$ cat src/hw/noc_settings.svh
`ifndef NOC_SETTINGS_SVH
`define NOC_SETTINGS_SVH

// Switch geometry
`define NOC_NUM_PORTS 4
`define NOC_NUM_VCS 2

// Flits per input FIFO and the initial credit per output VC
`define NOC_BUF_DEPTH 4

// Node addressing
`define NOC_NODE_BITS 5
`define NOC_TABLE_SIZE 32
`define NOC_NODE_ID 3

`endif

$ cat src/hw/noc_pkg.sv
`include "noc_settings.svh"

package noc_pkg;

    typedef logic [`NOC_NODE_BITS-1:0] node_id_t;
    typedef logic [1:0] port_t;
    typedef logic vc_t;
    typedef logic [3:0] fmt_t;

    localparam fmt_t FMT_DATA = 4'h0;
    localparam fmt_t FMT_CFG = 4'h1;

    // One whole packet per 32-bit flit
    typedef struct packed {
        fmt_t fmt;
        node_id_t dest;
        vc_t vc;
        logic [21:0] payload;
    } flit_t;

    // Payload layout of a configuration flit
    typedef struct packed {
        logic [14:0] unused;
        node_id_t index;
        port_t port;
    } cfg_payload_t;

    // One bit per FIFO at index port + NUM_PORTS * vc
    typedef logic [`NOC_NUM_PORTS*`NOC_NUM_VCS-1:0] credit_t;

endpackage

$ cat src/hw/crossbar.sv
`timescale 1ns/10ps

`include "noc_settings.svh"

module crossbar (
    input  logic clk,
    input  logic rst_n,
    input  noc_pkg::flit_t [`NOC_NUM_PORTS*`NOC_NUM_VCS-1:0] head_flit,
    input  logic [`NOC_NUM_PORTS-1:0][`NOC_NUM_PORTS*`NOC_NUM_VCS-1:0] grant,
    output logic [`NOC_NUM_PORTS-1:0] out_valid,
    output noc_pkg::flit_t [`NOC_NUM_PORTS-1:0] out_flit
);
    import noc_pkg::*;

    localparam int NUM_FIFOS = `NOC_NUM_PORTS * `NOC_NUM_VCS;

    flit_t [`NOC_NUM_PORTS-1:0] sel_flit;
    logic [`NOC_NUM_PORTS-1:0] any_grant;

    // AND-OR mux since grant is one-hot per output
    always_comb begin
        sel_flit = '0;
        for (int o = 0; o < `NOC_NUM_PORTS; o++) begin
            any_grant[o] = |grant[o];
            for (int i = 0; i < NUM_FIFOS; i++) begin
                sel_flit[o] = sel_flit[o] | (head_flit[i] & {$bits(flit_t){grant[o][i]}});
            end
        end
    end

    always_ff @(posedge clk or negedge rst_n) begin
        if (!rst_n) begin
            out_valid <= '0;
        end else begin
            out_valid <= any_grant;
        end
    end

    // Flit register holds its last value while idle
    always_ff @(posedge clk) begin
        for (int o = 0; o < `NOC_NUM_PORTS; o++) begin
            if (any_grant[o]) begin
                out_flit[o] <= sel_flit[o];
            end
        end
    end

endmodule

$ cat config.mk
export PLATFORM = sky130hd
export DESIGN_NAME = crossbar
export DESIGN_NICKNAME = d
export VERILOG_FILES = /design/src/hw/noc_pkg.sv /design/src/hw/crossbar.sv
export VERILOG_INCLUDE_DIRS = /design/src /design/src/hw
export SDC_FILE = /design/constraint.sdc
export NUM_CORES = 1
export LEC_CHECK = 0
export BUFFER_PORTS_ARGS = -buffer_cell sky130_fd_sc_hd__buf_2
export CAP_MARGIN = 20
export CORE_ASPECT_RATIO = 1.25
export CORE_UTILIZATION = 30
export CTS_BUF_LIST = sky130_fd_sc_hd__clkbuf_4
export CTS_CLUSTER_DIAMETER = 80
export CTS_CLUSTER_SIZE = 25
export DETAILED_ROUTE_END_ITERATION = 6
export HOLD_SLACK_MARGIN = 0.12
export PLACE_DENSITY = 0.56
export SLEW_MARGIN = 20
export SYNTH_ARGS = -nofsm -noshare
export SYNTH_HDL_FRONTEND = slang
export SYNTH_SLANG_ARGS = --single-unit
$ cat constraint.sdc
create_clock -name clk -period 0.8 [get_ports clk]
set_input_delay 0.04 -clock clk [delete_from_list [all_inputs] [get_ports clk]]
set_output_delay 0.04 -clock clk [all_outputs]
set_load 0.02 [all_outputs]
==> impl_metrics.csv <==
group,metric,value,unit
run_status,status,"finished with violations",
run_status,violations,"DRC, hold timing, setup timing",
final_layout,area_delta_synth_final,70.2,%
placement,place.port_buffers,421,
sta,hold_viol,2,
drt,via_per_inst,6.74,
power,p_int,14.2,mW
synthesis,netlist_top_cells_count,"512 x a22oi_1, 128 x edfxtp_1, 128 x nand4_1",
grt,grt_max_degree,33,
power,switchingPower,7.39,mW
job,cap_violations,0,
worst_setup_path,cp.arrival,1.27,ns
synthesis,synthCells,912,
worst_setup_path,path_buf_inv,1,
power,ir_drop,0.733,mV
worst_setup_path,crit_fanout,1,
synthesis,synth_top_area_share,40.3,%
floorplanning,dieArea,32500,µm²
worst_setup_path,startpoint_type,"flip-flop",
worst_hold_path,hp-class,"input pin to flip-flop",
sta,slew_viol_final,0,
final_layout,multi_input_area,4890,µm²
synthesis,synth_area_leaders,"a22oi_1 40%, edfxtp_1 40%, nand4_1 8.4%",
worst_setup_path,cp-endpoint,"out_flit[2]",
drt,num_vias,13400,
power,power.share.clock,26.2,%
synthesis,synth_area,9530,µm²
power,powerDensity,1330,nW/µm²
power,seqPwrFrac,38.2,%
synthesis,yosysSeqAreaShare,41.4,%
synthesis,syn_nets,1202,
worst_setup_path,crit_path_max_incr_delay,0.51,ns
synthesis,syn_avg_cell_area,10.4,µm²
clock_network,htreeDepth,4,
synthesis,synth_largest_area_cell,"a22oi_1",
synthesis,synth_seq_cells,132,
sta,rsz0062_at_grt,"true",
clock_network,clk_pin_slew,0.14,ns
sta,fin_crit_sh,164,%
worst_setup_path,timing.critical_path.from,"out_flit[2]$_DFFE_PP_",
power,leakage,6.35,nW
drt,routed_wl,62200,µm
grt,grt_pass1_wl,88300,µm
floorplanning,die_h,201,µm
worst_setup_path,worstPathCellList,"buf_6",
worst_setup_path,worstPathRequired,0.76,ns
final_layout,drive_gt1_share,35.3,%
final_layout,fin_util,52.2,%
drt,drt_iter0_markers,2054,
synthesis,ys.warnings.count,0,
power,switching_share,34.2,%
sta,finalSetupViolCount,138,
sta,holdWs,-0.00437,ns
sta,timing.fmax,0.761,GHz
worst_setup_path,cp.depth,1,
sta,slew_headroom,75.3,%
worst_hold_path,holdCritStartpoint,"grant[3]",
synthesis,synthMostInstantiatedCell,"a22oi_1",
synthesis,synth_cell_type_count,10,
grt,grt_overflow,0,
drt,drc_errors,20,
floorplanning,initial_core_util,30.7,%
clock_network,root_buffer,"clkbuf_4",
worst_setup_path,cp-end-kind,"output port",
sta,worst_pin_slew,0.371,ns
sta,postLayoutSetupSlackWorst,-0.514,ns
floorplanning,core,31100,µm²
final_layout,seq_area,3940,µm²
drt,firstDrtPassIters,7,
final_layout,nFillCells,2738,
worst_setup_path,crit_type,"flip-flop to output port",
final_layout,final_net_count,1862,
sta,min_period,1.31,ns
power,comb_power_share,35.6,%
clock_network,cts_buffers,17,
synthesis,synth_edf_count,128,
grt,grt.total_usage,37.2,%
drt,final_antenna_net_count,0,
synthesis,ys.flop_type,"edfxtp_1",
drt,wire_per_inst,31.2,µm
floorplanning,io-pin-count,422,
grt,grt_pass1_vias,13800,
grt,antenna_found_initial,4,
worst_setup_path,path_delay_family,"flip-flops",
placement,gp_congestion,0.910,
worst_setup_path,critPathSlowestCell,"edfxtp_1",
clock_network,clock_sinks,132,
synthesis,async_flop_share,3.03,%
clock_network,cts_tree,"built",
floorplanning,die_w,161,µm
floorplanning,rows,72,
clock_network,clockBufferDepth,2,
placement,dp_hpwl,42300,µm
placement,dp_slack,-0.320,ns
clock_network,cts_hold_buf,259,
[cell type report]
class,instances,share of cell area (%)
sequential,132,24.3
clock buffer,17,0.787
multi-input combinational,652,30.2
antenna,4,0.0617
tap,407,3.14
timing repair buffer,769,40.2
clock inverter,15,1.30
[how the worst min path moves through the flow]
stage                                         to  slack (ns)  cells past startpoint
after floorplan           out_valid[0]$_DFF_PN0_       -0.26                      0
after global placement    out_valid[2]$_DFF_PN0_       -0.14                      1
after detailed placement  out_valid[0]$_DFF_PN0_       -0.14                      1
after CTS                 out_valid[3]$_DFF_PN0_       -0.06                      4
after global routing      out_valid[0]$_DFF_PN0_       -0.03                      4
final                     out_valid[0]$_DFF_PN0_      -0.004                      4
[registers in the layout (all words and copies together) (netlist names)]
name and flops:
out_valid 4, out_flit 128
[repair_timing]
action,in CTS,in global routing
endpoints found under the setup margin,132,172
endpoints found under the hold margin,264,198
resized for setup,158,71
pin swaps,0,3
setup buffers,0,0
[power groups by stage]
stage	Combinational, mW	Clock, mW	Sequential (mW)
floorplan	2.53	0	8.74
global placement	5.97	0	8.34
detailed placement	6.01	0	8.32
CTS	7.27	5.71	8.22
global route	7.98	5.96	8.28
finish	7.70	5.66	8.26
[metal layers]
metal / vias to the layer above / share of wire [%] / global-route usage [%]
met4: 2 / 7.2 / 26.8
met3: 377 / 13 / 10.1
met5: - / 0.013 / 0
li1: 5387 / - / -
met2: 1464 / 46 / 58.8
met1: 6218 / 34 / 43.3
[logic make-up (layout without fill, tap and decap cells)]
logic type / Yosys count / in the layout / share of synthesized area, %
compound gates: 512 / 512 / 40.3
simple gates: 140 / 140 / 9.48
flops: 132 / 132 / 41.4
buf+inv: 128 / 801 / 8.81
other cells: 0 / 4 / 0
[stage by stage]
stage          cell area [µm²]  instances  setup TNS [ns]  total power [mW]  hold WS, ns
2_1_floorplan             9720        912          -47.25              11.3       -0.256
3_3_place_gp             12600       1706          -65.98              14.3       -0.144
5_1_grt                  16200       1994          -60.38              22.2      -0.0287
3_5_place_dp             12600       1706          -68.13              14.3       -0.144
4_1_cts                  16000       1997          -66.50              21.2      -0.0557
6_report                 16200       1996          -52.30              21.6     -0.00437
[placed cells by master (no fill, tap or decap), drive strengths merged, types with 5 or more instances in the layout]
cell type      n
a22oi        512
buf          511
dlygate4sd3  258
nand4        128
edfxtp       128
clkbuf        17
nor4           8
bufinv         5
clkinv         5
Note: power is estimated with default switching activity, not from simulation.
