===== src/hw/noc_settings.svh =====
`ifndef NOC_SETTINGS_SVH
`define NOC_SETTINGS_SVH

// Switch geometry
`define NOC_NUM_PORTS 4
`define NOC_NUM_VCS 2

// Flits per input FIFO and the initial credit per output VC
`define NOC_BUF_DEPTH 4

// Node addressing
`define NOC_NODE_BITS 5
`define NOC_TABLE_SIZE 32
`define NOC_NODE_ID 3

`endif


===== src/hw/noc_pkg.sv =====
`include "noc_settings.svh"

package noc_pkg;

    typedef logic [`NOC_NODE_BITS-1:0] node_id_t;
    typedef logic [1:0] port_t;
    typedef logic vc_t;
    typedef logic [3:0] fmt_t;

    localparam fmt_t FMT_DATA = 4'h0;
    localparam fmt_t FMT_CFG = 4'h1;

    // One whole packet per 32-bit flit
    typedef struct packed {
        fmt_t fmt;
        node_id_t dest;
        vc_t vc;
        logic [21:0] payload;
    } flit_t;

    // Payload layout of a configuration flit
    typedef struct packed {
        logic [14:0] unused;
        node_id_t index;
        port_t port;
    } cfg_payload_t;

    // One bit per FIFO at index port + NUM_PORTS * vc
    typedef logic [`NOC_NUM_PORTS*`NOC_NUM_VCS-1:0] credit_t;

endpackage


===== src/hw/route_compute.sv =====
`timescale 1ns/10ps

`include "noc_settings.svh"

module route_compute #(
    parameter noc_pkg::node_id_t node = `NOC_NODE_ID
) (
    input  logic clk,
    input  logic rst_n,
    input  noc_pkg::credit_t head_valid,
    input  noc_pkg::flit_t [`NOC_NUM_PORTS*`NOC_NUM_VCS-1:0] head_flit,
    output noc_pkg::port_t [`NOC_NUM_PORTS*`NOC_NUM_VCS-1:0] head_port,
    output noc_pkg::credit_t cfg_pop
);
    import noc_pkg::*;

    localparam int NUM_FIFOS = `NOC_NUM_PORTS * `NOC_NUM_VCS;

    port_t route_tbl [`NOC_TABLE_SIZE];
    cfg_payload_t [NUM_FIFOS-1:0] cfg_req;

    for (genvar i = 0; i < NUM_FIFOS; i++) begin : g_head
        // Table lookup by destination
        assign head_port[i] = route_tbl[head_flit[i].dest];
        assign cfg_req[i] = cfg_payload_t'(head_flit[i].payload);

        // Config addressed to this node is claimed here and never forwarded
        assign cfg_pop[i] = head_valid[i] && (head_flit[i].fmt == FMT_CFG) &&
                            (head_flit[i].dest == node);
    end

    // Table update is visible to lookups from the next cycle on.
    // If several heads hit one entry together, the lowest FIFO wins.
    always_ff @(posedge clk or negedge rst_n) begin
        if (!rst_n) begin
            for (int d = 0; d < `NOC_TABLE_SIZE; d++) begin
                route_tbl[d] <= port_t'(d % `NOC_NUM_PORTS);
            end
        end else begin
            for (int i = NUM_FIFOS - 1; i >= 0; i--) begin
                if (cfg_pop[i]) begin
                    route_tbl[cfg_req[i].index] <= cfg_req[i].port;
                end
            end
        end
    end

endmodule


===== config.mk =====
export PLATFORM = sky130hd
export DESIGN_NAME = route_compute
export DESIGN_NICKNAME = d
export VERILOG_FILES = /design/src/hw/noc_pkg.sv /design/src/hw/route_compute.sv
export VERILOG_INCLUDE_DIRS = /design/src /design/src/hw
export SDC_FILE = /design/constraint.sdc
export NUM_CORES = 1
export LEC_CHECK = 0
export ABC_AREA = 0
export BUFFER_PORTS_ARGS = -buffer_cell sky130_fd_sc_hd__buf_4
export CAP_MARGIN = 20
export CORE_ASPECT_RATIO = 1.25
export CORE_MARGIN = 5
export CORE_UTILIZATION = 30
export DETAILED_ROUTE_END_ITERATION = 12
export SYNTH_ARGS = -nofsm -noshare
export SYNTH_HDL_FRONTEND = slang
export SYNTH_SLANG_ARGS = --single-unit
export TNS_END_PERCENT = 30

===== constraint.sdc =====
create_clock -name clk -period 9.55 [get_ports clk]
set_input_delay 1.91 -clock clk [delete_from_list [all_inputs] [get_ports clk]]
set_output_delay 1.91 -clock clk [all_outputs]
set_load 0.02 [all_outputs]

==> impl_metrics.csv <==
group,metric,value,unit
power_and_ir_drop,switchingPower,371.4,µW
routing,drt-total-wl,111500,µm
routing,vias_per_cell,7.216,
routing,drc,0,
timing,fin_ws,3.699,ns
routing,drt_first_pass_iters,6,
layout,largest_reg_flops,64,
worst_setup_path,crit_path_max_fanout,11,
place,place_congestion,1.112,
clock_tree,cts_made_buffers,9,
place,io_buffers,161,
clock_tree,post_cts_buffers,0,
power_and_ir_drop,seqPwrFrac,0.290,
power_and_ir_drop,clockPowerShare,0.372,
global_routing,grt_max_degree,65,
worst_setup_path,worstSetupPathType,"primary input to flop",
place,placed_cell_area,16420,µm²
floorplan,fp.dieW,208.3,µm
power_and_ir_drop,power.total,1.020,mW
routing,postRouteAntennaNets,0,
layout,layout-drive-gt1-share,0.2440,
synth,async_reset_ff_frac,1.000,
timing,period_share,0.6127,
power_and_ir_drop,p_leak,5.563,nW
timing,hold_viol,0,
global_routing,antenna_found_initial,5,
place,dp_slack,3.326,ns
layout,regMostFlops,"route_tbl",
clock_tree,cts_tree,"yes",
routing,avgRoutedWirePerCell,42.75,µm
floorplan,die_h,257.9,µm
timing,slew_viol_final,0,
flow_run,maxCapViolCount,0,
synth,ys_types,83,
global_routing,grt_pass1_wl,150500,µm
synth,synth.area.top_cells,"mux4_2, nor2_1, nand2_1",
synth,synth_most_common_cell,"nor2_1",
clock_tree,cts_hold_buf,0,
place,post-dp-hpwl,88050,µm
power_and_ir_drop,pwr-share-comb,0.338,
timing,max-slew-margin-rel,0.2430,
worst_hold_path,min_path_type,"flop to flop",
power_and_ir_drop,cellPowerDensity,60.83,nW/µm²
clock_tree,clock_latency,0.34,ns
layout,top_regs,"route_tbl (64)",
clock_tree,cts.sinks,64,
power_and_ir_drop,max-vdd-ir-drop,0.00007670,V
power_and_ir_drop,switching_share,0.3640,
timing,fin_skew,0,ns
worst_setup_path,arrival,6.06,ns
layout,fin_area,16770,µm²
power_and_ir_drop,cell_internal_pwr,648.9,µW
synth,synth_cells,1905,
timing,finalSetupViolCount,0,
global_routing,grt_pass1_vias,17780,
worst_setup_path,cp.required,9.76,ns
synth,synth.avg_cell_area,7.739,µm²
clock_tree,cts_buffer_depth,2,
clock_tree,root_buffer,"clkbuf_16",
synth,netlist.area_leader.share,0.2291,
synth,synth_edf_count,0,
synth,synthFlopType,"dfstp_2",
layout,fin_nets,2224,
floorplan,io_pins,290,
timing,timing.final.crit_period,5.851,ns
global_routing,grt_overflow,0,
synth,syn_area,14740,µm²
timing,tightest_slew,1.121,ns
worst_setup_path,cp-start-kind,"primary input",
floorplan,start_util,0.3045,
timing,fmax,170.9,MHz
timing,setup_tns,0,ns
layout,fillers,5117,
synth,ys_warn_count,0,
routing,drt_iter0_markers,2595,
synth,synthTopCellsByCount,"nor2_1, nand2_1, mux4_2",
routing,via_count,18810,
layout,area_growth,13.77,%
clock_tree,path_clk_slew,0.05,ns
synth,ys_ff_latch,64,
floorplan,row_count,90,
synth,synth_area_leader_cell,"mux4_2",
synth,syn_nets,2171,
timing,rsz0062_at_grt,"false",
clock_tree,h-tree-depth,3,
worst_setup_path,end_kind,"flop",
status,status,"finished, final reports clean",
layout,antenna_cells,0,
floorplan,dieArea,53710,µm²
floorplan,core,48420,µm²
synth,seq_area_frac_synth,0.1113,
clock_tree,post_cts_resized,0,
global_routing,grt.total_usage,0.3957,
-- logic make-up (layout without fill, tap and decap cells) --
group | Yosys count | in the layout | share of synthesized area
compound gates | 440 | 440 | 0.2013
mux | 221 | 221 | 0.2799
simple gates | 1008 | 1008 | 0.3595
flops | 64 | 64 | 0.1113
buf+inv | 172 | 230 | 0.04795
-- critical path, cell delays in order --
cell     delay, ns
buf_4         0.16
or4b_1        0.79
or2_1         0.39
nor3_1        0.85
o21ai_0       0.61
and3_1        0.32
nor4_1        0.83
a31oi_1       0.18
-- power by group through the flow --
| stage | clock network, mW | registers, mW | logic (mW) |
|---|---|---|---|
| after CTS | 0.385 | 0.294 | 0.335 |
| final | 0.380 | 0.296 | 0.344 |
| after floorplan | 0 | 0.286 | 0.181 |
| after global routing | 0.395 | 0.295 | 0.355 |
| after detailed placement | 0 | 0.298 | 0.334 |
| after global placement | 0 | 0.298 | 0.333 |
-- placed cells by master, fill, tap and decap left out, drive strengths merged, types with 22 or more instances in the layout --
cell / n
nand3: 97
mux2i: 41
dfrtp: 32
mux2: 30
o211ai: 37
dfstp: 32
o22ai: 32
nand2: 228
buf: 199
nor4: 43
nand4: 89
a211oi: 28
nor2: 245
and3: 22
o21ai: 82
a21oi: 92
nor3: 91
o311ai: 25
mux4: 150
-- worst paths after layout --
check | start | end | slack (ns) | cells after the start
setup / recovery | head_flit[186] | route_tbl[4] | 3.70 | 8
hold / removal | route_tbl[24] | route_tbl[24] | 1.01 | 6
setup reg to reg | route_tbl[4] | route_tbl[4] | 6.75 | 6
hold reg to reg | route_tbl[24] | route_tbl[24] | 1.01 | 6
max in group asynchronous | rst_n | route_tbl[50] | 7.37 | 1
min in group asynchronous | rst_n | route_tbl[13] | 1.65 | 1
-- cell type report --
type,instances,area (µm²),share of cell area
Clock inverter,7,120.1,0.007162
Tap cell,644,805.8,0.04804
Inverter,14,52.55,0.003133
Multi-Input combinational cell,1669,12430,0.7410
Sequential cell,64,1642,0.09787
Clock buffer,9,225.2,0.01343
Timing Repair Buffer,200,1499,0.08937
-- layer usage --
metal | vias to the layer above | wire, µm | global-route usage
met1 | 9221 | 41500 | 0.4943
met3 | 411 | 10760 | 0.07199
met5 | - | 13 | 0
li1 | 7708 | - | -
met4 | 2 | 9981 | 0.2710
met2 | 1469 | 49210 | 0.6203
-- stage by stage --
step | utilization | hold slack, ns | cells
floorplan | - | 0.7637 | 1905
global placement | 0.3391 | 0.9539 | 2590
detailed placement | 0.3391 | 0.9569 | 2590
CTS | 0.3463 | 0.9874 | 2606
global route | 0.3464 | 1.041 | 2607
finish | 0.3464 | 1.009 | 2607
Power figures use the tool's default switching activity.
